File: config.mk
export PLATFORM = sky130hd
export DESIGN_NAME = redirect_ctrl
export DESIGN_NICKNAME = d
export VERILOG_FILES = /design/src/common/rv_core_pkg.sv /design/src/fetch/redirect_ctrl.sv
export SDC_FILE = /design/constraint.sdc
export NUM_CORES = 1
export LEC_CHECK = 0
export ABC_CLOCK_PERIOD_IN_PS = 1750
export BUFFER_PORTS_ARGS = -buffer_cell sky130_fd_sc_hd__buf_2
export CAP_MARGIN = 20
export CORE_ASPECT_RATIO = 0.9
export CORE_MARGIN = 2
export CORE_UTILIZATION = 35
export DETAILED_ROUTE_END_ITERATION = 6
export PLACE_DENSITY = 0.91
export SETUP_SLACK_MARGIN = 0.5
export SYNTH_ARGS = -nofsm -noshare
export SYNTH_HDL_FRONTEND = slang
export SYNTH_SLANG_ARGS = --single-unit
File: constraint.sdc
create_clock -name vclk -period 1.75
set_input_delay 0.0875 -clock vclk [all_inputs]
set_output_delay 0.0875 -clock vclk [all_outputs]
set_load 0.02 [all_outputs]
File: src/common/rv_core_pkg.sv
//############################
// Core types for the fetch front end
// Address, instruction and redirect tag widths,
// redirect and fetch output bundles
//############################

package rv_core_pkg;

    // Widths with a meaning of their own
    typedef logic [31:0] addr_t;              // Byte address
    typedef logic [31:0] instr_t;             // Raw instruction word
    typedef logic [2:0]  tag_t;               // Redirect tag, wraps after 7

    localparam addr_t START_ADDR = 32'h0000_0000;   // pc value after reset

    // One redirect request after priority resolution
    typedef struct packed {
        logic  valid;                         // Some source wants a new pc
        addr_t target;                        // Where fetch continues
    } redirect_t;                             // 33 bits

    // One fetched instruction leaving the front end
    typedef struct packed {
        logic   valid;                        // Qualified by ready on the consumer side
        addr_t  pc;                           // Address the word came from
        instr_t instr;                        // The word itself
        tag_t   tag;                          // Path tag at fetch time
    } fetch_out_t;                            // 68 bits

endpackage
File: src/fetch/redirect_ctrl.sv
//############################
// Redirect controller
// Merges return, trap and jump requests
// into a single prioritized redirect
//############################

`timescale 1ns/1ps

module redirect_ctrl (
    input  logic                   exception_i,
    input  logic                   interrupt_ack_i,
    input  logic                   mret_i,
    input  logic                   jump_i,
    input  rv_core_pkg::addr_t     jump_target_i,
    input  rv_core_pkg::addr_t     mtvec_i,
    input  rv_core_pkg::addr_t     mepc_i,
    output rv_core_pkg::redirect_t redirect_o
);

    import rv_core_pkg::*;

    addr_t target;                            // Winning target address
    logic  trap;                              // Exception or interrupt taken

    assign trap = exception_i | interrupt_ack_i;

    // Machine return beats trap, trap beats jump
    always_comb begin
        target = jump_target_i;
        if (mret_i) begin
            target = mepc_i;                  // Back to the interrupted code
        end else if (trap) begin
            target = mtvec_i;                 // Enter the handler
        end
    end

    always_comb begin
        redirect_o.valid  = mret_i | trap | jump_i;
        redirect_o.target = target;
    end

endmodule

# [Yosys cells after proc, flatten, opt, wreduce, memory -nomap -nowiden]
# Index checks and enable logic that the tools add are counted.
[word_totals] register_bits=0 word_cells=5 output_inout_bits=33
[op_classes] bitwise_logic=3 n_mux=2
[op_table] cell="$mux W32" count=2
[op_table] cell="$or A1 B1 Y1" count=3

# [Depth between registers and ports, before layout]
[logic_depth] depth_word=3 depth_mapped=4

# [Least setup slack after synthesis]
# OpenSTA, ideal clock, no wires.
[synth_path] path_kind="input -> output" start="input mret_i" end="output redirect_o[30] (netlist bit)" path_buffers=2 slack_ns=0.420 stages=3 t_arrival_ns=1.242 path_cell_list="buf_6 > buf_2 > o311ai_0"
[synth_lines] element="from (decl)" line="redirect_ctrl.sv:12" text="input logic mret_i,"
[synth_lines] element="to (decl)" line="redirect_ctrl.sv:17" text="output rv_core_pkg::redirect_t redirect_o"

==> summary.txt <==
Run status
  • Status: complete, but fails checks
  • Failing checks: DRC

Synth
  • Mapped Cells: 150
  • Sequential area share after synthesis: 0%
  • Synthesized area: 943 um2
  • Cell taking the most area after synthesis: or4b_1
  • Syn nets: 250
  • Top cells by area, synth: or4b_1 (34%), o311ai_1 (29%), nand2_1 (13%)
  • Area fraction of the dominant cell type after synthesis: 34.0%
  • Syn Area/Cell: 6.29 um2
  • Commonest cells in the netlist: nand2_1 (33), inv_1 (32), or4b_1 (32), o311ai_1 (31), clkbuf_1 (8)
  • YS warnings: 0
  • Unique masters post-synth: 10
  • Cell with the most instances after synthesis: nand2_1

GRT
  • Largest net degree at the start of global routing: 40
  • First-pass GRT wire length: 6090 um
  • Congestion Overflow GR: 0
  • Total track usage: 24.2%
  • Antenna violations before repair: 0
  • Vias in the first global route: 1455

Run
  • MaxCap Viol Count: 0

Finish
  • FF+latch count: 0
  • Clk_buf instances: 0
  • Design area: 2290 um2
  • Share of post-route cells with drive strength above 1: 63.2%
  • Fin nets: 387
  • Fillers: 114
  • Diode count: 0
  • Multi-input gate area in the final layout: 956 um2
  • Seq. cell area: 0 um2
  • Synth-to-Final Area Change: 143%

Floorplan
  • Die X: 58.7 um
  • Die Y: 53.3 um
  • IO Pins: 133
  • Core area: 2510 um2
  • Rows: 17
  • DIE AREA: 3130 um2
  • Initial Util: 37.6%

Timing
  • Slew @ Worst Pin: 0.333 ns
  • Period Utilization, post-route: 74.9%
  • Final worst setup slack: 0.439 ns
  • RSZ-0062 raised after global routing: true
  • WHS: 0.474 ns
  • Setup TNS: 0 ns
  • Fin. max-slew vios: 0
  • Fmax: 0.762 GHz
  • Setup Viol. Count Final: 0
  • Worst relative slew slack: 77.5%
  • Fin crit period: 1.31 ns
  • Fin. Hold Viols: 0

Drt
  • Met3 Routed Length: 489 um
  • DR top layer: met4
  • Vias after detailed routing: 1749
  • DR DRC count: 8
  • Met2 routed WL: 2660 um
  • Final antenna-violating net count: 0
  • Met1 wire length: 2020 um
  • Post-DR wirelength/cell: 16.7 um
  • DRT iter0 DRCs: 105
  • First-pass iteration count of the detailed router: 7
  • Vias/cell: 5.59
  • Drt total wl: 5230 um

Min path
  • Worst Hold Class: input pin to primary output

Setup path
  • Most frequent CP cell: buf_12
  • CP Cell Sequence: buf_12 -> buf_12 -> or4b_1 -> o311ai_1 -> buf_2
  • Worst setup path class: input pin to primary output
  • Crit. End Element: primary output
  • Slowest stage delay, CP: 0.51 ns
  • Worst Path Required: 1.66 ns
  • Worst-path fanout max: 10
  • Arrival time worst endpoint: 1.22 ns
  • Startpoint Class: input pin
  • CP max-delay cell: or4b_1

Power and ir drop
  • VDD IR max: 0.000190 V
  • Leak: 1.21 nW
  • Total power: 657 uW
  • P per Cell Area: 287 nW/um2

CTS
  • CTS Hold Bufs: 0

Placement
  • Area post-placement: 1630 um2
  • GP Congestion: 0.746
  • Place WS: 0.351 ns
  • # port buffers: 133
  • DP Wirelength: 2760 um
repair_timing:
item                       CTS  global route
buffers inserted             0             5
gates cloned                 6             4
pin swaps                   13            12
resized for setup           35            46
setup endpoints to repair   32            32
worst paths after layout:
path | start | to | slack [ns] | cells past startpoint
max | mret_i | redirect_o[23] | 0.44 | 5
min | jump_i | redirect_o[32] | 0.47 | 4
placed cells by master, fill, tap and decap left out:
| master | synthesis | layout |
|---|---|---|
| o311ai_2 | 0 | 7 |
| buf_16 | 0 | 6 |
| clkbuf_16 | 0 | 3 |
| nor2_4 | 0 | 1 |
| o311ai_4 | 0 | 7 |
| buf_4 | 0 | 15 |
| o311ai_1 | 31 | 18 |
| buf_6 | 1 | 9 |
| inv_1 | 32 | 32 |
| bufbuf_16 | 0 | 1 |
| nor2_1 | 2 | 1 |
| or4b_1 | 32 | 21 |
| nand2_1 | 33 | 33 |
| buf_12 | 0 | 6 |
| or4b_4 | 0 | 11 |
| buf_2 | 5 | 114 |
per-layer routing:
metal,vias up,GRT usage [%]
met3,6,4.40
met1,792,25.0
met2,102,51.3
met4,0,1.89
met5,-,0
li1,849,-
worst max-delay path, delay by kind of cell:
kind | cells | cell delay, ns
simple gates | 1 | 0.51
compound gates | 1 | 0.11
buf+inv | 3 | 0.51
where the power goes:
| group | leakage, nW | total, mW | switching [mW] | internal, mW |
|---|---|---|---|---|
| registers | 0 | 0 | 0 | 0 |
| clock network | 0 | 0 | 0 | 0 |
| logic | 1.21 | 0.657 | 0.312 | 0.345 |
kinds of logic (layout without fill, tap and decap cells):
logic type,count (synthesis),count (layout),share of synthesized area [%]
AND/OR/NAND/NOR,67,67,47.9
buffers and inverters,51,186,22.4
AO/OA/AOI/OAI,32,32,29.7
metrics by stage:
stage                     utilization [%]  std cells
after floorplan                         -        150
after global placement               64.0        297
after detailed placement             65.1        298
after CTS                            77.4        304
after global routing                 91.2        313
final                                91.2        313
final cells by class:
type / count / share of cell area [%]
timing repair buffer: 154 / 51.4
multi-input combinational: 99 / 41.8
inverter: 32 / 5.25
tap: 28 / 1.53
Note: power is estimated with default switching activity, not from simulation.
