## src/common/rv_core_pkg.sv

```systemverilog
//############################
// Core types for the fetch front end
// Address, instruction and redirect tag widths,
// redirect and fetch output bundles
//############################

package rv_core_pkg;

    // Widths with a meaning of their own
    typedef logic [31:0] addr_t;              // Byte address
    typedef logic [31:0] instr_t;             // Raw instruction word
    typedef logic [2:0]  tag_t;               // Redirect tag, wraps after 7

    localparam addr_t START_ADDR = 32'h0000_0000;   // pc value after reset

    // One redirect request after priority resolution
    typedef struct packed {
        logic  valid;                         // Some source wants a new pc
        addr_t target;                        // Where fetch continues
    } redirect_t;                             // 33 bits

    // One fetched instruction leaving the front end
    typedef struct packed {
        logic   valid;                        // Qualified by ready on the consumer side
        addr_t  pc;                           // Address the word came from
        instr_t instr;                        // The word itself
        tag_t   tag;                          // Path tag at fetch time
    } fetch_out_t;                            // 68 bits

endpackage
```

## src/common/imem_bus_pkg.sv

```systemverilog
//############################
// Instruction memory bus
// Request bundle, client ids and sizing
// shared by the arbiter and its clients
//############################

package imem_bus_pkg;

    localparam int IMEM_WORDS = 256;          // Memory depth in words

    typedef logic [$clog2(IMEM_WORDS)-1:0] word_idx_t;   // Word index into the array

    // Request held stable by a client while its req is high
    typedef struct packed {
        logic                  we;            // Write when set, read otherwise
        word_idx_t             idx;           // Target word
        rv_core_pkg::instr_t   wdata;         // Ignored on reads
    } imem_req_t;                             // 41 bits

    // Current owner of the memory
    typedef enum logic [1:0] {
        CLIENT_NONE  = 2'd0,                  // Arbiter idle
        CLIENT_LOAD  = 2'd1,                  // Program loader, highest priority
        CLIENT_FETCH = 2'd2                   // Fetch unit
    } client_e;

endpackage

```

## src/logic/prog_loader.sv

```systemverilog
//############################
// Program loader
// Takes one external word write and
// replays it as a memory write client
//############################

`timescale 1ns/1ps

module prog_loader (
    input  logic                    clk,
    input  logic                    reset,
    input  logic                    load_req_i,
    input  imem_bus_pkg::word_idx_t load_addr_i,
    input  rv_core_pkg::instr_t     load_data_i,
    output logic                    load_ack_o,
    output logic                    bus_req_o,
    output imem_bus_pkg::imem_req_t bus_o,
    input  logic                    bus_ack_i
);

    import rv_core_pkg::*;
    import imem_bus_pkg::*;

    typedef enum logic [1:0] {
        LD_IDLE,                              // Waiting for an external write
        LD_BUS,                               // Internal req high
        LD_BUS_LOW,                           // Internal req low, ack still high
        LD_ACK                                // External ack high
    } load_state_e;

    load_state_e state_q;
    word_idx_t   addr_q;                      // Latched word index
    instr_t      data_q;                      // Latched word

    always_ff @(posedge clk) begin
        if (reset) begin
            state_q <= LD_IDLE;
        end else begin
            case (state_q)
                LD_IDLE:    if (load_req_i) state_q <= LD_BUS;
                LD_BUS:     if (bus_ack_i) state_q <= LD_BUS_LOW;
                LD_BUS_LOW: if (!bus_ack_i) state_q <= LD_ACK;   // Write fully closed
                LD_ACK:     if (!load_req_i) state_q <= LD_IDLE;
                default:    state_q <= LD_IDLE;
            endcase
        end
    end

    always_ff @(posedge clk) begin
        if (state_q == LD_IDLE && load_req_i) begin
            addr_q <= load_addr_i;
            data_q <= load_data_i;
        end
    end

    assign bus_req_o  = (state_q == LD_BUS);
    assign load_ack_o = (state_q == LD_ACK);

    always_comb begin
        bus_o.we    = 1'b1;                   // Loader only writes
        bus_o.idx   = addr_q;
        bus_o.wdata = data_q;
    end

endmodule

```

## config.mk

```make
export PLATFORM = sky130hd
export DESIGN_NAME = prog_loader
export DESIGN_NICKNAME = d
export VERILOG_FILES = /design/src/common/rv_core_pkg.sv /design/src/common/imem_bus_pkg.sv /design/src/logic/prog_loader.sv
export SDC_FILE = /design/constraint.sdc
export NUM_CORES = 1
export LEC_CHECK = 0
export BUFFER_PORTS_ARGS = -buffer_cell sky130_fd_sc_hd__clkbuf_2
export CORE_MARGIN = 4
export CORE_UTILIZATION = 44
export DETAILED_ROUTE_END_ITERATION = 8
export GPL_TIMING_DRIVEN = 0
export PLACE_DENSITY = 0.94
export SLEW_MARGIN = 20
export SYNTH_ARGS = -nofsm -noshare
export SYNTH_HDL_FRONTEND = slang
export SYNTH_SLANG_ARGS = --single-unit
```

## constraint.sdc

```tcl
create_clock -name clk -period 4.7 [get_ports clk]
set_input_delay 0.235 -clock clk [delete_from_list [all_inputs] [get_ports clk]]
set_output_delay 0.235 -clock clk [all_outputs]
set_load 0.05 [all_outputs]
```

# After elaboration in Yosys (flattened, before gate mapping)
# Cells that the tools add are included.
[totals] ff_bits=42 latchBits=0 mem_bits_rw=0 romBits=0 inputBits=44 output_inout_bits=43 wordCells=18 memories=0
[op_classes] n_addsub=0 multipliers=0 n_div=0 n_lt_le_gt_ge=0 n_eq_ne=7 shift=0 mux=5 n_bitwise=0 reduce_logical=3
[op_table] operator="$mux 2" n=4
[op_table] operator="$pmux 2 s4" n=1
[op_table] operator="$ne 2x2->1 const B" n=3
[op_table] operator="$eq 2x2->1 const B" n=2
[op_table] operator="$reduce_and 4->1" n=1
[op_table] operator="$eq 2x1->1 const B" n=1
[op_table] operator="$logic_not 2->1" n=1
[op_table] operator="$ne 2x1->1 const B" n=1
[op_table] operator="$logic_and 1x1->1" n=1

# Longest topological paths before layout
[depth] word_depth=3 ltp_mapped=5 mapped_depth_nobuf=5

# Least setup slack after synthesis
# No wires, ideal clock.
[synth_timing] path_kind="register -> register" start="reg state_q[1]" end="reg state_q[0]" setup_ps=87 arrival_time_ps=1641 t_required_ps=4613 slack_ps=2972 path_stages_with_launch=6 cell_sequence="dfxtp_1 > inv_1 > ha_1 > mux2_2 > or4_1 > o31ai_1"
[synth_between] elab_chain_cells=3 elab_cells_between_ends=10
[synth_lines] item="start, declared" line="prog_loader.sv:31" rtl="load_state_e state_q;"
[synth_lines] item="start signal, assigned" line="prog_loader.sv:37" rtl="state_q <= LD_IDLE;"
[synth_lines] item="start signal, assigned" line="prog_loader.sv:40" rtl="LD_IDLE: if (load_req_i) state_q <= LD_BUS;"
[synth_lines] item="start signal, assigned" line="prog_loader.sv:41" rtl="LD_BUS: if (bus_ack_i) state_q <= LD_BUS_LOW;"
[synth_lines] item="$eq 2x1->1 (*)"
[synth_lines] item="net bus_req_o" line="prog_loader.sv:16" rtl="output logic bus_req_o,"
[synth_lines] item="$ne 2x1->1 (no source line)"
[synth_lines] item="$reduce_and 4->1 (no source line)"
# The timed path passes the listed nets; every way through them passes the cells marked *.
# A chain may end at the register's enable or synchronous reset.

# Worst setup path in the final report
[layout_timing] start="reg state_q[0]" end="reg data_q[29], enable pin"
[layout_between] elab_chain_cells=2
[layout_lines] item="$logic_not 2->1" line="prog_loader.sv:50" rtl="if (state_q == LD_IDLE && load_req_i) begin"
[layout_lines] item="$logic_and 1x1->1" line="prog_loader.sv:50"
[layout_lines] item="end signal, assigned" line="prog_loader.sv:52" rtl="data_q <= load_data_i;"
[layout_lines] item="end, declared" line="prog_loader.sv:33" rtl="instr_t data_q;"
# No other way between the ends.

==> impl_metrics.yaml <==
floorplan:
  core_area_sq_um: 3053
  fp-row-count: 20
  io_pins: 87
  die_w_um: 64.34
  die_height_um: 64.34
  dieArea_sq_um: 4139
  initial_core_util_pct: 45.74
power:
  p_leak_nw: 0.8602
  power_density_nw_per_um2: 612.3
  ir_drop_uv: 219.4
synthesis:
  synth-compound-area-share_pct: 1.075
  synth_area_leader_cell: "edfxtp_1"
  synthFlopType: "edfxtp_1"
  yosys-top-cells-area: "edfxtp_1 (86%), ha_1 (4.5%), dfxtp_1 (2.9%)"
  synth_top_family_by_area: "adder cells"
  synthDistinctLibCells: 13
  synthMuxAreaShare_pct: 1.882
  synth_most_common_cell: "edfxtp_1"
  yosysWarnings: 0
  syn_inst: 60
  yosysTopAreaCellShare_pct: 86.02
  synthSimpleGateAreaFrac_pct: 2.330
  ys_ff_latch: 42
  yosys.area_share.xor_xnor_pct: 0
  synthAdderAreaFrac_pct: 4.480
  synth_edf_count: 40
  syn_nets: 109
  async_flop_share_pct: 0
  syn-cell-area_sq_um: 1396
  synth.avg_cell_area_sq_um: 23.27
  seq_area_frac_synth_pct: 88.89
  synth.top_cells.by_count: "edfxtp_1 (40), ha_1 (5)"
sta:
  fin_crit_sh_pct: 37.41
  max_slew_margin_pct: 42.96
  hold_ws_ns: 0.07455
  setup_viol: 0
  fin_ws_ns: 2.942
  drv_slew: 0
  fin_setup_tns_ns: 0
  fin_skew_ns: 0.003653
  worstMarginPinSlew_ns: 0.8556
  hold_viol: 0
  min_period_ns: 1.759
  grt_setup_unrepaired: "false"
  fmax_mhz: 568.7
clock_tree:
  cts_setup_buffers: 0
  cts_buffer_depth: 2
  insertion_delay_ns: 0.33
  cts.sinks: 42
  cts_tree: "yes"
  cts_hold_buffers: 0
  htreeDepth: 2
  clk_pin_slew_worst_paths_ns: 0.11
  cts_made_buffers: 5
  ctsResizeCount: 0
  clock-root-buffer: "clkbuf_4"
worst_setup_path:
  cp_data_arrival_time_ns: 1.72
  critPathLaunchType: "flop"
  cp_max_fo: 40
  worstSetupEndpointType: "flop"
  crit_type: "reg -> reg"
  cp.required_ns: 4.66
flow_run:
  drv_cap: 0
layout:
  utilization_pct: 63.03
  nNetsFinal: 201
  drive_gt1_share_pct: 63.16
  antennaDiodeCount: 0
  stdcell_count: 196
  area_growth_pct: 37.81
drt:
  viasPerCell: 4.464
  drt_first_iter_violations: 23
  drtAntennaViolNets: 0
  drt_pass1_iterations: 4
  drc: 0
  vias: 875
  wl_per_cell_um: 14.93
  drt_wl_total_um: 2927
placed_design:
  placed_cells: 189
  dp_hpwl_um: 2389
  gp_congestion: 0.6336
  preCtsSetupSlack_ns: 2.932
  numPortBuffers: 85
global_route:
  overflow: 0
  antenna_found_initial: 0
  grt_pass1_wl_um: 4381
  grt.total_usage_pct: 14.75
  grt_pass1_vias: 885
  grt_start_max_net_pins: 41
hold_path:
  hold_class: "in -> reg"
status:
  status: "finished, final reports clean"
## cells by family (layout without fill, tap and decap cells)
kind of cell / Yosys count / in the layout
buf+inv: 3 / 95
fa+ha+maj: 5 / 5
simple gates: 5 / 5
other cells: 1 / 1
mux: 2 / 2
flops: 42 / 42
compound gates: 2 / 2
## layout make-up
type / count / area (sq um)
Multi-Input combinational cell: 15 / 140.1
Clock inverter: 2 / 10.01
Inverter: 2 / 7.507
Fill cell: 250 / 1129
Timing Repair Buffer: 85 / 425.4
Clock buffer: 5 / 37.54
Tap cell: 44 / 55.05
Buffer: 1 / 7.507
Sequential cell: 42 / 1241
## worst max-delay path, cell delays in order, from the launching register on
cell     delay (ns)
dfxtp_1        0.35
inv_1          0.13
ha_1           0.19
and2_2         0.72
## power by group
group	leakage [nW]	internal, mW	total (mW)	switching, mW
logic	0.431	0.0916	0.474	0.383
clock network	0.0308	0.0539	0.155	0.102
registers	0.398	0.521	0.548	0.0271
total	0.860	0.667	1.18	0.511
## layer usage
| metal | vias to the layer above | global-route usage [%] | share of wire (%) |
|---|---|---|---|
| li1 | 412 | - | - |
| met1 | 403 | 15.09 | 34 |
| met2 | 58 | 24.61 | 51 |
| met3 | 2 | 8.260 | 14 |
| met4 | 0 | 6.332 | 0.82 |
| met5 | - | 0 | 0 |
## stage by stage
step,cell area (sq um),power [mW]
floorplan,1396,0.9172
global placement,1877,1.013
detailed placement,1877,1.038
CTS,1924,1.191
global route,1924,1.239
finish,1924,1.178
## sequential cells by signal (all words and copies together) (netlist names)
signal   flops
addr_q       8
data_q      32
state_q      2
## placed cells by master (no fill, tap or decap)
master    netlist  final
or4_1           1      1
mux2_2          1      1
inv_1           2      2
buf_4           1      1
and2_2          1      1
dfxtp_1         2      2
clkbuf_4        0      5
conb_1          1      1
mux2_4          1      1
or4b_1          1      1
nor2_1          2      2
o31ai_1         2      2
clkbuf_2        0     85
clkinv_2        0      2
edfxtp_1       40     40
ha_1            5      5
## worst paths after layout
kind,slack [ns],cells past startpoint,from,endpoint
min reg2reg,0.61,2,state_q[1],state_q[1]
max,2.94,3,state_q[0],data_q[29]
max reg2reg,2.94,3,state_q[0],data_q[29]
min,0.07,1,load_data_i[24],data_q[24]
No activity file was read; power rests on OpenSTA's default activity.
