$ cat config.mk
export PLATFORM = sky130hd
export DESIGN_NAME = fetch
export DESIGN_NICKNAME = d
export VERILOG_FILES = /design/src/common/rv_core_pkg.sv /design/src/common/imem_bus_pkg.sv /design/src/fetch/fetch.sv
export SDC_FILE = /design/constraint.sdc
export NUM_CORES = 1
export LEC_CHECK = 0
export BUFFER_PORTS_ARGS = -buffer_cell sky130_fd_sc_hd__buf_2
export CORE_MARGIN = 5
export CORE_UTILIZATION = 25
export CTS_BUF_LIST = sky130_fd_sc_hd__clkbuf_8 sky130_fd_sc_hd__clkbuf_16
export DETAILED_ROUTE_END_ITERATION = 12
export RECOVER_POWER = 100
export SLEW_MARGIN = 20
export SYNTH_ARGS = -nofsm -noshare
export SYNTH_HDL_FRONTEND = slang
export SYNTH_SLANG_ARGS = --single-unit
$ cat constraint.sdc
create_clock -name clk -period 8.1 [get_ports clk]
set_input_delay 0.81 -clock clk [delete_from_list [all_inputs] [get_ports clk]]
set_output_delay 0.81 -clock clk [all_outputs]
set_load 0.005 [all_outputs]
$ cat src/common/rv_core_pkg.sv
//############################
// Core types for the fetch front end
// Address, instruction and redirect tag widths,
// redirect and fetch output bundles
//############################

package rv_core_pkg;

    // Widths with a meaning of their own
    typedef logic [31:0] addr_t;              // Byte address
    typedef logic [31:0] instr_t;             // Raw instruction word
    typedef logic [2:0]  tag_t;               // Redirect tag, wraps after 7

    localparam addr_t START_ADDR = 32'h0000_0000;   // pc value after reset

    // One redirect request after priority resolution
    typedef struct packed {
        logic  valid;                         // Some source wants a new pc
        addr_t target;                        // Where fetch continues
    } redirect_t;                             // 33 bits

    // One fetched instruction leaving the front end
    typedef struct packed {
        logic   valid;                        // Qualified by ready on the consumer side
        addr_t  pc;                           // Address the word came from
        instr_t instr;                        // The word itself
        tag_t   tag;                          // Path tag at fetch time
    } fetch_out_t;                            // 68 bits

endpackage
$ cat src/common/imem_bus_pkg.sv
//############################
// Instruction memory bus
// Request bundle, client ids and sizing
// shared by the arbiter and its clients
//############################

package imem_bus_pkg;

    localparam int IMEM_WORDS = 256;          // Memory depth in words

    typedef logic [$clog2(IMEM_WORDS)-1:0] word_idx_t;   // Word index into the array

    // Request held stable by a client while its req is high
    typedef struct packed {
        logic                  we;            // Write when set, read otherwise
        word_idx_t             idx;           // Target word
        rv_core_pkg::instr_t   wdata;         // Ignored on reads
    } imem_req_t;                             // 41 bits

    // Current owner of the memory
    typedef enum logic [1:0] {
        CLIENT_NONE  = 2'd0,                  // Arbiter idle
        CLIENT_LOAD  = 2'd1,                  // Program loader, highest priority
        CLIENT_FETCH = 2'd2                   // Fetch unit
    } client_e;

endpackage

$ cat src/fetch/fetch.sv
//############################
// Fetch unit
// Holds pc and redirect tag, reads the
// instruction memory over four-phase req/ack
// and presents each word with pc and tag
//############################

`timescale 1ns/1ps

module fetch (
    input  logic                     clk,
    input  logic                     reset,
    input  logic                     run_i,
    input  logic                     ready_i,
    input  rv_core_pkg::redirect_t   redirect_i,
    output logic                     req_o,
    output imem_bus_pkg::imem_req_t  req_o_data,
    input  logic                     ack_i,
    input  rv_core_pkg::instr_t      rdata_i,
    output rv_core_pkg::fetch_out_t  fetch_o
);

    import rv_core_pkg::*;
    import imem_bus_pkg::*;

    typedef enum logic [1:0] {
        IDLE,                                 // Not fetching
        REQ,                                  // req high, waiting for ack
        WAIT_LOW,                             // req dropped, waiting for ack to fall
        HOLD                                  // Output blocked by back-pressure
    } fetch_state_e;

    fetch_state_e state_q, state_d;

    addr_t  pc_q;                             // Next address to fetch
    addr_t  req_addr_q;                       // Address of the request in flight
    tag_t   tag_q;                            // Current path tag
    logic   stale_q;                          // In-flight fetch hit by a redirect

    logic   out_valid_q;
    addr_t  out_pc_q;
    instr_t out_instr_q;
    tag_t   out_tag_q;

    logic   out_blocked;                      // Item held, consumer not ready
    logic   issue;                            // A new request starts this edge
    logic   capture;                          // Returned word is kept

    assign out_blocked = out_valid_q & ~ready_i;
    assign issue       = (state_d == REQ) && (state_q != REQ);
    assign capture     = (state_q == REQ) && ack_i && !(stale_q || redirect_i.valid);

    always_comb begin
        state_d = state_q;
        case (state_q)
            IDLE:     if (run_i && !out_blocked) state_d = REQ;
            REQ:      if (ack_i) state_d = WAIT_LOW;
            WAIT_LOW: begin
                if (!ack_i) begin
                    if (out_blocked)  state_d = HOLD;
                    else if (run_i)   state_d = REQ;   // Back-to-back request
                    else              state_d = IDLE;
                end
            end
            HOLD:     if (!out_blocked) state_d = run_i ? REQ : IDLE;
            default:  state_d = IDLE;
        endcase
    end

    always_ff @(posedge clk) begin
        if (reset) begin
            state_q <= IDLE;
            pc_q    <= START_ADDR;
            tag_q   <= '0;
            stale_q <= 1'b0;
        end else begin
            state_q <= state_d;
            if (redirect_i.valid) begin
                pc_q  <= redirect_i.target;   // Redirect wins over sequential flow
                tag_q <= tag_q + 3'd1;        // One step per redirect, wraps
            end else if (issue) begin
                pc_q  <= pc_q + 32'd4;
            end
            if (issue) begin
                stale_q <= redirect_i.valid;  // Issued on the old path
            end else if (state_q == REQ && redirect_i.valid) begin
                stale_q <= 1'b1;
            end
        end
    end

    // Request address stays put while req is high
    always_ff @(posedge clk) begin
        if (issue) begin
            req_addr_q <= pc_q;
        end
    end

    always_ff @(posedge clk) begin
        if (reset) begin
            out_valid_q <= 1'b0;
        end else if (capture) begin
            out_valid_q <= 1'b1;
        end else if (ready_i) begin
            out_valid_q <= 1'b0;              // Item taken
        end
    end

    always_ff @(posedge clk) begin
        if (capture) begin
            out_pc_q    <= req_addr_q;
            out_instr_q <= rdata_i;
            out_tag_q   <= tag_q;
        end
    end

    assign req_o = (state_q == REQ);

    always_comb begin
        req_o_data.we    = 1'b0;              // Fetch only reads
        req_o_data.idx   = word_idx_t'(req_addr_q >> 2);
        req_o_data.wdata = '0;
    end

    always_comb begin
        fetch_o.valid = out_valid_q;
        fetch_o.pc    = out_pc_q;
        fetch_o.instr = out_instr_q;
        fetch_o.tag   = out_tag_q;
    end

endmodule

Word level (Yosys, flattened, before mapping)

Index checks and enable logic that the tools add are counted.

Add/sub/neg operators: 2
Multiply operators: 0
Divide/modulo/power cells: 0
$lt $le $gt $ge: 0
Equal/unequal tests: 5
Shift operators: 0
Multiplexer cells: 13
Bitwise gates (word level): 2
Reduce and logical (&&, ||, !) cells: 12

Operator list:

| operator                | count |
|---|---|
| $mux W32                | 2 |
| $add A32 B3 Y32 const B | 1 |
| $mux W2                 | 5 |
| $pmux W2 S4             | 1 |
| $reduce_bool A2 Y1      | 3 |
| $logic_and A1 B1 Y1     | 5 |
| $mux W1                 | 5 |
| $eq A2 B1 Y1 const B    | 2 |
| $eq A2 B2 Y1 const B    | 2 |
| $add A3 B1 Y3 const B   | 1 |
| $logic_not A1 Y1        | 2 |
| $logic_not A2 Y1        | 1 |
| $ne A2 B1 Y1 const B    | 1 |
| $and A1 B1 Y1           | 1 |
| $logic_or A1 B1 Y1      | 1 |
| $not A1 Y1              | 1 |

Register bits after elaboration: 138
Latch bits: 0
Bits in writable memories: 0
ROM bits: 0
Input bits: 70
Output and inout bits: 110
Memories kept: 0

Longest topological paths before layout

Depth after elaboration: 10
Gate-level depth with buffers: 7
Gate-level depth less buffers: 5

Worst setup path after synthesis

OpenSTA, ideal clock, no wires.

Path kind: input to register
From: input port redirect_i[32] (netlist name)
To: register out_instr_q[0], enable pin
Setup time: 0.683 ns
Arrival time: 8.180 ns
Required time: 7.417 ns
Path slack: -0.764 ns
Cell stages on the path: 3
Path buffers: 2
Cells stage by stage: clkbuf_1 -> clkbuf_1 -> nor4b_1

Cells in the longest elaborated chain, start to end: 3

RTL lines:

| what                   | RTL line     | text |
|---|---|---|
| start: declaration     | fetch.sv:15  | `input rv_core_pkg::redirect_t redirect_i,` |
| $logic_or A1 B1 Y1     | fetch.sv:51  | `assign capture = (state_q == REQ) && ack_i && !(stale_q \|\| redirect_i.valid);` |
| $logic_not A1 Y1       | fetch.sv:51  |  |
| $logic_and A1 B1 Y1    | fetch.sv:51  |  |
| net capture            | fetch.sv:47  | `logic capture;` |
| end signal: assignment | fetch.sv:112 | `out_instr_q <= rdata_i;` |
| end: declaration       | fetch.sv:42  | `instr_t out_instr_q;` |

The timed path passes the listed nets, and every way through them passes these cells.
A chain may end at the register's enable or synchronous reset.

Final worst setup path

From: input port redirect_i[32] (netlist name)
To: register pc_q[23]

Cells in the longest elaborated chain, start to end: 1
Elaborated cells between the ends (all ways): 2
Those cells by class: mux (1); reduce/logical (1)

RTL lines:

| what                                                  | RTL line    | text |
|---|---|---|
| $mux W32 / $reduce_bool A2 Y1 (equally long branches) | n/a         |  |
| end signal: assignment                                | fetch.sv:79 | `pc_q <= redirect_i.target;` |
| end signal: assignment                                | fetch.sv:82 | `pc_q <= pc_q + 32'd4;` |
| end: declaration                                      | fetch.sv:35 | `addr_t pc_q;` |

Parallel ways exist; a longest one is shown, timed or not.

==> flow_summary.toml <==
[status]
status = "finished, violations left"
violations = "capacitance limit, slew limit"

[route]
post-route-drc-count = 0
wirelength_um = 15000
drt_first_pass_iters = 4
drtIter0Drc = 267
ant_nets = 0
via_per_inst = 4.69
vias = 4224
avgRoutedWirePerCell_um = 16.7

[flow_run]
cap_violations = 3

[clocking]
clock-root-buffer = "clkbuf_16"
clk_pin_slew_ns = 0.06
clock_sinks = 138
clk_latency_ns = 0.42
cts_resized = 0
post-cts-setup-buffers = 0
clk_path_buf_depth = 2
cts_hold_buf = 0
numCtsBuffers = 17
htreeDepth = 4
cts_tree = "built"

[final_layout]
finalNonFillerCells = 900
area_delta_synth_final_pct = 23.2
drive_gt1_share_pct = 21.4
final_util_pct = 31.4
num-fill-cells = 2362
finalNetCount = 672
final_area_um2 = 7130

[worst_setup_path]
reg2reg_depth = 6
start_kind = "primary input"
cp_max_fo = 57
crit_type = "primary input to register"
end_kind = "register"
critPathArrivalTime_ns = 4.91
crit_required_ns = 8.41

[global_routing]
grt_pass1_wl_um = 22400
antenna_found_initial = 6
track_usage_pct = 11.0
grt_pass1_vias = 3904
grt_max_degree = 58
overflow = 0

[logic_synthesis]
yosysTopAreaCellShare_pct = 51.4
synth_compound_area_share_pct = 10.7
synthAdderAreaFrac_pct = 0.433
netlist_instances = 464
synth-simple-area-share_pct = 15.2
ys_seq_area_share_pct = 64.9
ys_seq_elements = 138
ys_warn_count = 0
synth-edff-count = 99
synthXorXnorAreaFrac_pct = 0.454
synthMuxAreaShare_pct = 0.519
synth_area_per_cell_um2 = 12.5
yosysUniqueCellTypes = 58
synth_top_family_by_area = "simple AND/OR/NAND/NOR gates"
synthTopCellsByCount = "99 x edfxtp_1, 42 x buf_4, 39 x dfxtp_1"
syn-cell-area_um2 = 5780
async_reset_ff_share_pct = 0
synthFlopType = "edfxtp_1"
synth_area_leaders = "edfxtp_1 51%, dfxtp_1 13%, buf_4 5.5%, nand2_1 1.9%, nand3_1 1.7%"
yosys.area.top_type = "edfxtp_1"
synth_most_common_cell = "edfxtp_1"

[sta]
max_freq_mhz = 217
tightest_slew_ns = 2.56
slew_viol_final = 93
hold_violations = 0
post-route-min-period_ns = 4.61
rsz0062_at_grt = "false"
setup_viol = 0
tns_ns = 0
skew_ns = 0.00951
fin_crit_sh_pct = 56.9
max_slew_margin_pct = -71.0

[pwr]
p_leak_nw = 2.51
total_power_w = 0.00170
power_density_nw_per_um2 = 238
max-vdd-ir-drop_mv = 0.159

[die]
rows = 55
dieArea_um2 = 26300
die_y_um = 162
io_pins = 180
core_um2 = 22700
die_w_um = 162
start_util_pct = 25.5

[place]
post-place-cells = 866
globalplace.congestion = 0.784
portBuffers = 146
post-dp-hpwl_um = 10700
postPlaceCellArea_um2 = 6630

[worst_hold_path]
hold_depth = 0
hold_path.class = "register to register"
-- stage by stage --
step	hold WS, ns	setup slack (ns)
floorplan	0.400	2.65
global placement	0.404	4.67
detailed placement	0.405	5.15
CTS	0.416	5.53
global route	0.428	3.18
finish	0.417	3.49
-- sequential cells by signal, summed over array words and instances, names as in the netlist --
register,count
stale_q,1
out_tag_q,3
req_addr_q,32
state_q,2
out_pc_q,32
pc_q,32
out_instr_q,32
out_valid_q,1
tag_q,3
-- metal layers --
metal  GRT usage [%]  routed length (µm)  vias up
li1                -                   -     2002
met1            13.5                6290     2019
met2            17.6                7260      159
met3            4.47                1110       32
met4            3.88                 287       12
met5               0                  58        -
-- worst paths after layout --
kind	startpoint	end	slack, ns
hold / removal	req_addr_q[26]$_DFFE_PP_	out_pc_q[26]$_DFFE_PP_	0.42
setup reg to reg	state_q[1]$_SDFF_PP0_	pc_q[4]$_SDFFE_PP0P_	4.82
hold reg to reg	req_addr_q[26]$_DFFE_PP_	out_pc_q[26]$_DFFE_PP_	0.42
setup / recovery	redirect_i[32]	pc_q[23]$_SDFFE_PP0P_	3.49
-- final cells by class --
type | instances | area [µm²] | area share (%)
Clock inverter | 14 | 146 | 2.05
Sequential cell | 138 | 3750 | 52.7
Antenna cell | 2 | 5.00 | 0.0702
Tap cell | 285 | 357 | 5.00
Multi-Input combinational cell | 284 | 1710 | 23.9
Timing Repair Buffer | 151 | 691 | 9.69
Inverter | 8 | 30.0 | 0.421
Clock buffer | 18 | 439 | 6.16
-- placed cells by master (no fill, tap or decap), types with 14 or more instances in the layout --
master,n
nand2_1,29
edfxtp_1,99
nand3_1,20
conb_1,33
buf_2,96
nor2_1,26
clkbuf_1,54
nand4_1,14
dfxtp_1,39
clkbuf_16,17
-- worst max-delay path, cell delays in order --
cell and delay (ns):
buf_2 0.07, clkbuf_1 1.80, inv_1 0.76, clkbuf_1 0.64, and3_1 0.35, a32o_1 0.21, a211o_1 0.22
-- power breakdown --
part,switching (W),internal (W),leakage (nW)
registers,0.0000271,0.000802,1.25
clock network,0.000303,0.000462,0.273
logic,0.0000619,0.0000405,0.992
total,0.000392,0.00130,2.51
-- cell families (layout without fill, tap and decap cells) --
kind of cell	after synthesis	count (layout)
buffers and inverters	74	191
xor gates and xnor gates	3	3
DFF	138	138
other	1	35
and+or+nand+nor	162	162
muxes	3	3
AOI/OAI and AO/OA	81	81
adders and majority gates	2	2
No activity file was read; power rests on OpenSTA's default activity.
