$ cat src/common/rv_core_pkg.sv
//############################
// Core types for the fetch front end
// Address, instruction and redirect tag widths,
// redirect and fetch output bundles
//############################

package rv_core_pkg;

    // Widths with a meaning of their own
    typedef logic [31:0] addr_t;              // Byte address
    typedef logic [31:0] instr_t;             // Raw instruction word
    typedef logic [2:0]  tag_t;               // Redirect tag, wraps after 7

    localparam addr_t START_ADDR = 32'h0000_0000;   // pc value after reset

    // One redirect request after priority resolution
    typedef struct packed {
        logic  valid;                         // Some source wants a new pc
        addr_t target;                        // Where fetch continues
    } redirect_t;                             // 33 bits

    // One fetched instruction leaving the front end
    typedef struct packed {
        logic   valid;                        // Qualified by ready on the consumer side
        addr_t  pc;                           // Address the word came from
        instr_t instr;                        // The word itself
        tag_t   tag;                          // Path tag at fetch time
    } fetch_out_t;                            // 68 bits

endpackage
$ cat src/common/imem_bus_pkg.sv
//############################
// Instruction memory bus
// Request bundle, client ids and sizing
// shared by the arbiter and its clients
//############################

package imem_bus_pkg;

    localparam int IMEM_WORDS = 256;          // Memory depth in words

    typedef logic [$clog2(IMEM_WORDS)-1:0] word_idx_t;   // Word index into the array

    // Request held stable by a client while its req is high
    typedef struct packed {
        logic                  we;            // Write when set, read otherwise
        word_idx_t             idx;           // Target word
        rv_core_pkg::instr_t   wdata;         // Ignored on reads
    } imem_req_t;                             // 41 bits

    // Current owner of the memory
    typedef enum logic [1:0] {
        CLIENT_NONE  = 2'd0,                  // Arbiter idle
        CLIENT_LOAD  = 2'd1,                  // Program loader, highest priority
        CLIENT_FETCH = 2'd2                   // Fetch unit
    } client_e;

endpackage

$ cat src/logic/imem_arbiter.sv
//############################
// Instruction memory arbiter
// Fixed priority, loader first, with
// four-phase req/ack toward each client
//############################

`timescale 1ns/1ps

module imem_arbiter (
    input  logic                    clk,
    input  logic                    reset,
    input  logic                    load_req_i,
    input  imem_bus_pkg::imem_req_t load_bus_i,
    output logic                    load_ack_o,
    input  logic                    fetch_req_i,
    input  imem_bus_pkg::imem_req_t fetch_bus_i,
    output logic                    fetch_ack_o,
    output rv_core_pkg::instr_t     fetch_rdata_o,
    output logic                    mem_en_o,
    output imem_bus_pkg::imem_req_t mem_bus_o,
    input  rv_core_pkg::instr_t     mem_rdata_i
);

    import imem_bus_pkg::*;

    client_e owner_q;                         // Who holds the memory
    logic    served_q;                        // Access done, ack phase running
    logic    owner_req;                       // req of the current owner

    assign owner_req = (owner_q == CLIENT_LOAD) ? load_req_i : fetch_req_i;

    always_ff @(posedge clk) begin
        if (reset) begin
            owner_q  <= CLIENT_NONE;
            served_q <= 1'b0;
        end else begin
            case (owner_q)
                CLIENT_NONE: begin
                    if (load_req_i) begin
                        owner_q <= CLIENT_LOAD;    // Loader beats fetch
                    end else if (fetch_req_i) begin
                        owner_q <= CLIENT_FETCH;
                    end
                end
                default: begin
                    if (!served_q) begin
                        served_q <= 1'b1;          // Memory access happens this cycle
                    end else if (!owner_req) begin
                        owner_q  <= CLIENT_NONE;   // Owner let go, drop ack
                        served_q <= 1'b0;
                    end
                end
            endcase
        end
    end

    // Memory is touched only in the single access cycle
    assign mem_en_o  = (owner_q != CLIENT_NONE) && !served_q;
    assign mem_bus_o = (owner_q == CLIENT_LOAD) ? load_bus_i : fetch_bus_i;

    assign load_ack_o  = served_q && (owner_q == CLIENT_LOAD);
    assign fetch_ack_o = served_q && (owner_q == CLIENT_FETCH);

    // Read data holds while ack is high since nothing else enables the memory
    assign fetch_rdata_o = mem_rdata_i;

endmodule

$ cat config.mk
export PLATFORM = sky130hd
export DESIGN_NAME = imem_arbiter
export DESIGN_NICKNAME = d
export VERILOG_FILES = /design/src/common/rv_core_pkg.sv /design/src/common/imem_bus_pkg.sv /design/src/logic/imem_arbiter.sv
export SDC_FILE = /design/constraint.sdc
export NUM_CORES = 1
export LEC_CHECK = 0
export BUFFER_PORTS_ARGS = -buffer_cell sky130_fd_sc_hd__buf_2
export CORE_AREA = 2 2 75 77
export DETAILED_ROUTE_END_ITERATION = 7
export DIE_AREA = 0 0 77 79
export PLACE_DENSITY = 0.65
export SYNTH_ARGS = -nofsm -noshare
export SYNTH_HDL_FRONTEND = slang
export SYNTH_SLANG_ARGS = --single-unit
$ cat constraint.sdc
create_clock -name clk -period 2.35 [get_ports clk]
set_clock_uncertainty 0.15 [all_clocks]
set_input_delay 0.1175 -clock clk [delete_from_list [all_inputs] [get_ports clk]]
set_output_delay 0.1175 -clock clk [all_outputs]
set_load 0.005 [all_outputs]
### Word level (Yosys, flattened, before mapping)

Cells that the tools add are included.

| operators by class | value |
|---|---|
| equality and inequality tests | 4 |
| multiplexer cells | 9 |
| reductions and logical operators | 8 |

Operators with widths:

| cell | count |
|---|---|
| $mux 41 | 1 |
| $mux 2 | 5 |
| $reduce_bool 2->1 | 2 |
| $logic_and 1x1->1 | 3 |
| $mux 1 | 3 |
| $ne 3x3->1 const B | 1 |
| $reduce_and 3->1 | 1 |
| $eq 2x1->1 const B | 1 |
| $eq 2x2->1 const B | 1 |
| $logic_not 2->1 | 1 |
| $ne 2x1->1 const B | 1 |
| $logic_not 1->1 | 1 |

| word-level totals | value |
|---|---|
| register bits | 3 |
| input bits | 118 |
| output and inout port bits | 76 |
| word-level logic and storage cells | 23 |

### Depth between registers and ports, before layout

Gate-level depths: netlist of the first run.

| depth | value |
|---|---|
| word-level depth | 5 |
| depth in mapped cells | 4 |
| depth with buffers taken out | 3 |

### Worst setup path before layout of the first run

Ideal clock, no wire load.

| timing | value |
|---|---|
| path type | register to output |
| start | register owner_q[0] |
| end | output mem_bus_o[10] (netlist name) |
| arrival time | 1,119 ps |
| required time | 2,082 ps |
| slack | 963 ps |
| cell stages (with the launch flop) | 5 |
| buffers on the path | 2 |
| cells stage by stage | dfxtp_1 nor2b_2 buf_6 buf_12 mux2_4 |

RTL lines:

| element | RTL line | RTL |
|---|---|---|
| start: declaration | imem_arbiter.sv:26 | `client_e owner_q;` |
| start signal: assignment | imem_arbiter.sv:34 | `owner_q <= CLIENT_NONE;` |
| start signal: assignment | imem_arbiter.sv:40 | `owner_q <= CLIENT_LOAD;` |
| start signal: assignment | imem_arbiter.sv:42 | `owner_q <= CLIENT_FETCH;` |
| end: declaration | imem_arbiter.sv:20 | `output imem_bus_pkg::imem_req_t mem_bus_o,` |

==> impl_metrics.env, run 1 <==
export IMPL_status="finished clean"
export IMPL_hold_buffers=1
export IMPL_grt_overflow=0
export IMPL_dieHeight_um=79
export IMPL_p_seq_share_pct=11.4
export IMPL_core_area_mm2=0.00534
export IMPL_path_max_fanout=25
export IMPL_swShare_pct=28.4
export IMPL_required_ns=2.08
export IMPL_fmax_ghz=0.521
export IMPL_cts_tree="done"
export IMPL_switchingPower_uw=158
export IMPL_yosysWarnings=0
export IMPL_min_period_ns=1.92
export IMPL_antenna_found_initial=0
export IMPL_dieArea_mm2=0.00608
export IMPL_antenna_left=0
export IMPL_finalCritPeriodShare_pct=81.6
export IMPL_dp_slack_ns=0.633
export IMPL_yosysTopAreaCellShare_pct=53.5
export IMPL_p_int_uw=398
export IMPL_cts_root_buf="clkbuf_8"
export IMPL_synth_area_mm2=0.00109
export IMPL_rsz0062_at_grt="no"
export IMPL_port_buffers=129
export IMPL_dpl_cell_count=264
export IMPL_n_antenna_cell=0
export IMPL_avgSynthCellArea_um2=11.2
export IMPL_yosysTopAreaCell="mux2_4"
export IMPL_routed_wl_um=2890
export IMPL_maxCapViolations=0
export IMPL_fin_cells=269
export IMPL_clock_sinks=3
export IMPL_ios=194
export IMPL_detailedPlacementHpwl_um=2540
export IMPL_slew_headroom_pct=71.7
export IMPL_min_from="fetch_req_i"
export IMPL_cts_resized=0
export IMPL_syn_nets=216
export IMPL_fin_nets=316
export IMPL_drc_errors=0
export IMPL_ys_seq_elements=3
export IMPL_setup_slack_ns=0.432
export IMPL_worstSetupEndpointType="output pin"
export IMPL_grt_first_pass_wirelength_um=4110
export IMPL_rows=27
export IMPL_synth_distinct_cells=18
export IMPL_start_util_pct=20.5
export IMPL_met3_usage_pct=3.30
export IMPL_post_drt_wl_per_cell_um=10.8
export IMPL_tns_ns=0
export IMPL_syn_inst=98
export IMPL_cts_buffers=3
export IMPL_rr_startpoint="owner_q[0]$_SDFFE_PP0P_"
export IMPL_grt_busiest_layer="met2"
export IMPL_hp_class="input port to flop"
export IMPL_worst_pin_slew_ns=0.424
export IMPL_synth_area_top_cells="mux2_4, buf_4, buf_12"
export IMPL_num_vias=1023
export IMPL_gp_congestion=0.715
export IMPL_cts_setup_buffers=0
export IMPL_via_per_inst=3.80
export IMPL_htreeDepth=1
export IMPL_combPwrFrac_pct=61.3
export IMPL_clockBufferDepth=2
export IMPL_clk_pin_slew_worst_paths_ns=0.03
export IMPL_clock_latency_ns=0.22
export IMPL_maxSlewViolCount=0
export IMPL_critPathLaunch="owner_q[0]$_SDFFE_PP0P_"
export IMPL_grt_use_total_pct=8.01
export IMPL_peakVddDrop_v=0.000263
export IMPL_hold_viol=0
export IMPL_arrival_ns=1.65
export IMPL_synth_seq_area_share_pct=5.49
export IMPL_drt_first_iter_violations=12
export IMPL_grtUsageMet1_pct=7.14
export IMPL_synthToLayoutAreaGrowth_pct=43.8
export IMPL_drive_above_1_share_pct=89.8
export IMPL_firstDrtPassIters=3
export IMPL_utilization_pct=29.5
export IMPL_clock_power_share_pct=27.4
export IMPL_use_met2_pct=15.9
export IMPL_grt_pass1_vias=953
export IMPL_crit_type="flop to output pin"
export IMPL_p_leak_uw=0.000916
export IMPL_cp_start_kind="flop"
export IMPL_finalSetupViolations=0
export IMPL_grt_max_degree=26
export IMPL_p_per_area_mw_per_mm2=354
export IMPL_chipWidth_um=77
## worst max-delay path, stage by stage, from the launching register on
cell     delay [ns]
dfxtp_1        0.40
nor2b_4        0.18
buf_4          0.38
mux2_4         0.33
buf_2          0.12
## synth_stat cells
master	n
nand3_1	1
o21ba_2	1
o21ai_0	1
mux2_4	39
inv_1	3
dfxtp_1	3
mux2_2	2
nor2b_2	1
nor2_1	3
nand2_1	1
buf_12	4
a2bb2oi_1	1
buf_4	32
buf_6	1
and2_1	1
a221oi_1	1
or3_1	1
a21oi_1	2
## placed cells by master (no fill, tap or decap)
| master | synthesis | routed |
|---|---|---|
| a21oi_1 | 2 | 2 |
| a221oi_1 | 1 | 1 |
| a2bb2oi_1 | 1 | 1 |
| and2_1 | 1 | 1 |
| buf_2 | 0 | 129 |
| buf_4 | 32 | 2 |
| clkbuf_1 | 0 | 1 |
| clkbuf_8 | 0 | 3 |
| dfxtp_1 | 3 | 3 |
| dlygate4sd3_1 | 0 | 1 |
| inv_1 | 3 | 3 |
| mux2_2 | 2 | 2 |
| mux2_4 | 39 | 39 |
| nand2_1 | 1 | 1 |
| nand3_1 | 1 | 1 |
| nor2_1 | 3 | 3 |
| nor2b_4 | 0 | 1 |
| o21ai_0 | 1 | 1 |
| o21ba_2 | 1 | 1 |
| or3_1 | 1 | 1 |
## cell type report
class                      instances  area [um2]
inverter                           3        11.3
sequential                         3        60.1
timing repair buffer             132         671
multi-input combinational         55         697
tap                               72        90.1
clock buffer                       4        45.0
fill                             575        3760
## worst paths after layout
| path | end | slack (ns) | cells past startpoint |
|---|---|---|---|
| worst min-delay path | owner_q[0]$_SDFFE_PP0P_ | 0.03 | 3 |
| worst max register to register | served_q$_SDFFE_PP0P_ | 0.86 | 4 |
| worst min register to register | owner_q[0]$_SDFFE_PP0P_ | 0.39 | 2 |
| worst max-delay path | mem_bus_o[2] | 0.43 | 4 |
## flip-flops by register name (all words and copies together) (netlist names)
name / count
owner_q: 2
served_q: 1
## layer usage
metal,up-vias,routed length (um)
met1,430,908
met5,-,0
met3,10,473
li1,504,-
met4,0,34
met2,79,1480
## logic make-up (layout without fill, tap and decap cells)
group / after synthesis / count (layout) / synth area share (%)
AND/OR/NAND/NOR: 8 / 8 / 3.77
buffers and inverters: 40 / 139 / 31.3
AO/OA/AOI/OAI: 6 / 6 / 3.89
flip-flops: 3 / 3 / 5.49
multiplexers: 41 / 41 / 55.5
## stage by stage
stage | hold WS [ns] | instance area (um2) | power (uW)
finish | 0.0334 | 1570 | 557
global route | 0.0633 | 1570 | 592
CTS | 0.0353 | 1570 | 566
detailed placement | 0.0850 | 1520 | 410
global placement | 0.0850 | 1520 | 404
floorplan | 0.0366 | 1090 | 327
## power groups by stage
stage / combinational [uW] / sequential [uW] / clock [uW]
5_1_grt: 369 / 64.4 / 159
3_5_place_dp: 346 / 64.1 / 0
6_report: 341 / 63.4 / 152
4_1_cts: 348 / 63.4 / 155
2_1_floorplan: 265 / 62.1 / 0
3_3_place_gp: 340 / 63.8 / 0
No activity file was read; power rests on OpenSTA's default activity.
==> run 2, diff against run 1 <==
--- a/config.mk
+++ b/config.mk
@@ -6,10 +6,10 @@
 export NUM_CORES = 1
 export LEC_CHECK = 0
 export BUFFER_PORTS_ARGS = -buffer_cell sky130_fd_sc_hd__buf_2
-export CORE_AREA = 2 2 75 77
+export CORE_AREA = 2 2 76 78
 export DETAILED_ROUTE_END_ITERATION = 7
-export DIE_AREA = 0 0 77 79
-export PLACE_DENSITY = 0.65
+export DIE_AREA = 0 0 78 80
+export PLACE_DENSITY = 0.66
 export SYNTH_ARGS = -nofsm -noshare
 export SYNTH_HDL_FRONTEND = slang
 export SYNTH_SLANG_ARGS = --single-unit
==> constraint.sdc (replaced) <==
create_clock -name clk -period 1.6 [get_ports clk]
set_clock_uncertainty 0.15 [all_clocks]
set_input_delay 0.08 -clock clk [delete_from_list [all_inputs] [get_ports clk]]
set_output_delay 0.08 -clock clk [all_outputs]
set_load 0.005 [all_outputs]
==> run 2 against run 1 <==
Net effect: the flow now finishes with violations (setup timing); sequential power up 41%; cell area up 30%; largest power group unchanged; highest routed layer unchanged; clock power rose by 43%; critical path depth rose by 1; register-to-register slack got worse by 0.74 ns; largest cell class is now non-clock buffers.
==> impl_metrics.env, run 2 (synthesized netlist as in run 1, its figures left out) <==
export IMPL_port_buffers=129
export IMPL_mostFrequentLayoutCells="buf_2, buf_6, mux2_4"
export IMPL_drt_first_iter_violations=29
export IMPL_p_per_area_mw_per_mm2=533
export IMPL_critPathMaxStageDelay_ns=0.32
export IMPL_clock_latency_ns=0.21
export IMPL_fmax_ghz=0.608
export IMPL_largest_register_ffs=2
export IMPL_layout_commonest_cell="buf_2"
export IMPL_path_cells="nor2b_4, buf_6, buf_12, mux2_4, buf_6"
export IMPL_clock_sinks=3
export IMPL_fin_nets=329
export IMPL_min_period_ns=1.65
export IMPL_status="finished with violations"
export IMPL_htreeDepth=1
export IMPL_finalSetupViolations=41
export IMPL_worstSetupEndpointType="output pin"
export IMPL_layout_top_registers="owner_q x2, served_q x1"
export IMPL_fill_cells=543
export IMPL_grt_pass1_vias=1114
export IMPL_setup_slack_ns=-0.0457
export IMPL_ios=194
export IMPL_worst_pin_slew_ns=0.275
export IMPL_cts_tree="done"
export IMPL_antenna_found_initial=0
export IMPL_antenna_left=0
export IMPL_firstDrtPassIters=3
export IMPL_post_drt_wl_per_cell_um=14.0
export IMPL_arrival_ns=1.42
export IMPL_n_antenna_cell=0
export IMPL_clockBufferDepth=2
export IMPL_dieArea_mm2=0.00624
export IMPL_detailedPlacementHpwl_um=2990
export IMPL_routed_wl_um=3960
export IMPL_start_util_pct=20.3
export IMPL_cts_root_buf="clkbuf_8"
export IMPL_cts_buffers=3
export IMPL_grt_overflow=0
export IMPL_finalCritPeriodShare_pct=103
export IMPL_grt_max_degree=9
export IMPL_rows=27
export IMPL_path_common_cell="buf_6"
export IMPL_rsz0062_at_grt="yes"
export IMPL_grt_first_pass_wirelength_um=5550
export IMPL_path_max_fanout=8
export IMPL_cp_start_kind="flop"
export IMPL_slew_headroom_pct=81.7
export IMPL_maxSlewViolCount=0
export IMPL_clk_pin_slew_worst_paths_ns=0.03
export IMPL_drc_errors=0
export IMPL_violations="setup timing"
export IMPL_grt_use_total_pct=11.4
export IMPL_num_vias=1146
export IMPL_dpl_cell_area_mm2=0.00158
export IMPL_peakVddDrop_v=0.000262
export IMPL_via_per_inst=4.06
export IMPL_synthToLayoutAreaGrowth_pct=87.1
export IMPL_drive_above_1_share_pct=91.4
export IMPL_crit_path_top_delay_cell="dfxtp_2"
export IMPL_required_ns=1.37
export IMPL_core_area_mm2=0.00541
export IMPL_dpl_cell_count=267
export IMPL_chipWidth_um=78
export IMPL_top_register="owner_q"
export IMPL_dieHeight_um=80
export IMPL_total_power_uw=1090
export IMPL_seq_area_um2=61.3
export IMPL_multi_input_area_um2=707
export IMPL_hp_class="input port to flop"
export IMPL_final_area_mm2=0.00205
export IMPL_maxCapViolations=0
export IMPL_gp_congestion=0.687
export IMPL_tns_ns=-1.48
export IMPL_hold_ws_ns=0.00334
export IMPL_crit_type="flop to output pin"
export IMPL_p_leak_uw=0.00111
export IMPL_hold_viol=0
export IMPL_fin_cells=282
==> run 2: changes by cell type in the layout (fill, tap and decap cells not counted), sizes merged <==
cell,delta
buf,+13
==> run 2: final timing paths <==
check	start	to	slack, ns	cells after the start
worst max-delay path	owner_q[0]$_SDFFE_PP0P_	mem_bus_o[20]	-0.05	5
worst min-delay path	fetch_req_i	owner_q[0]$_SDFFE_PP0P_	0.003	3
worst max register to register	owner_q[0]$_SDFFE_PP0P_	served_q$_SDFFE_PP0P_	0.12	6
worst min register to register	served_q$_SDFFE_PP0P_	served_q$_SDFFE_PP0P_	0.49	2
==> run 2: per-stage QoR <==
stage          worst slack [ns]  util, %
4_1_cts                 -0.0426     36.9
2_1_floorplan             0.251        -
5_1_grt                  -0.106     37.9
3_3_place_gp              0.166     29.2
6_report                -0.0457     37.9
3_5_place_dp              0.153     29.2
==> run 2: worst max-delay path: cells and delay by family (launching register included) <==
family	cells	cell delay (ns)
and+or+nand+nor	1	0.18
buffers and inverters	3	0.39
DFF	1	0.32
muxes	1	0.31
==> run 2: final cells by class <==
| type | instances | area share (%) |
|---|---|---|
| multi-input cells | 55 | 34.5 |
| clock buffers | 4 | 2.20 |
| well taps | 72 | 4.40 |
| repair buffers | 145 | 55.3 |
| inverters | 3 | 0.550 |
| flip-flops and latches | 3 | 2.99 |
==> run 2: where the power goes <==
group | leakage [uW] | internal [uW] | total (uW) | switching (uW)
clock | 0.0000228 | 170 | 217 | 46.9
sequential | 0.0000251 | 83.6 | 89.7 | 6.12
combinational | 0.00106 | 543 | 786 | 243
==> run 2: repair_timing <==
item | in CTS | in global routing
hold buffers | 1 | 0
endpoints found under the setup margin | 41 | 42
buffers inserted | 6 | 1
resized for setup | 44 | 8
gates cloned | 3 | 0
hold endpoints to repair | 2 | 0
==> run 2: metal layers <==
| metal | share of wire, % | global-route usage, % | up-vias |
|---|---|---|---|
| li1 | - | - | 530 |
| met1 | 35 | 12.5 | 504 |
| met2 | 47 | 18.2 | 90 |
| met3 | 15 | 4.75 | 22 |
| met4 | 3.3 | 7.02 | 0 |
| met5 | 0 | 0 | - |
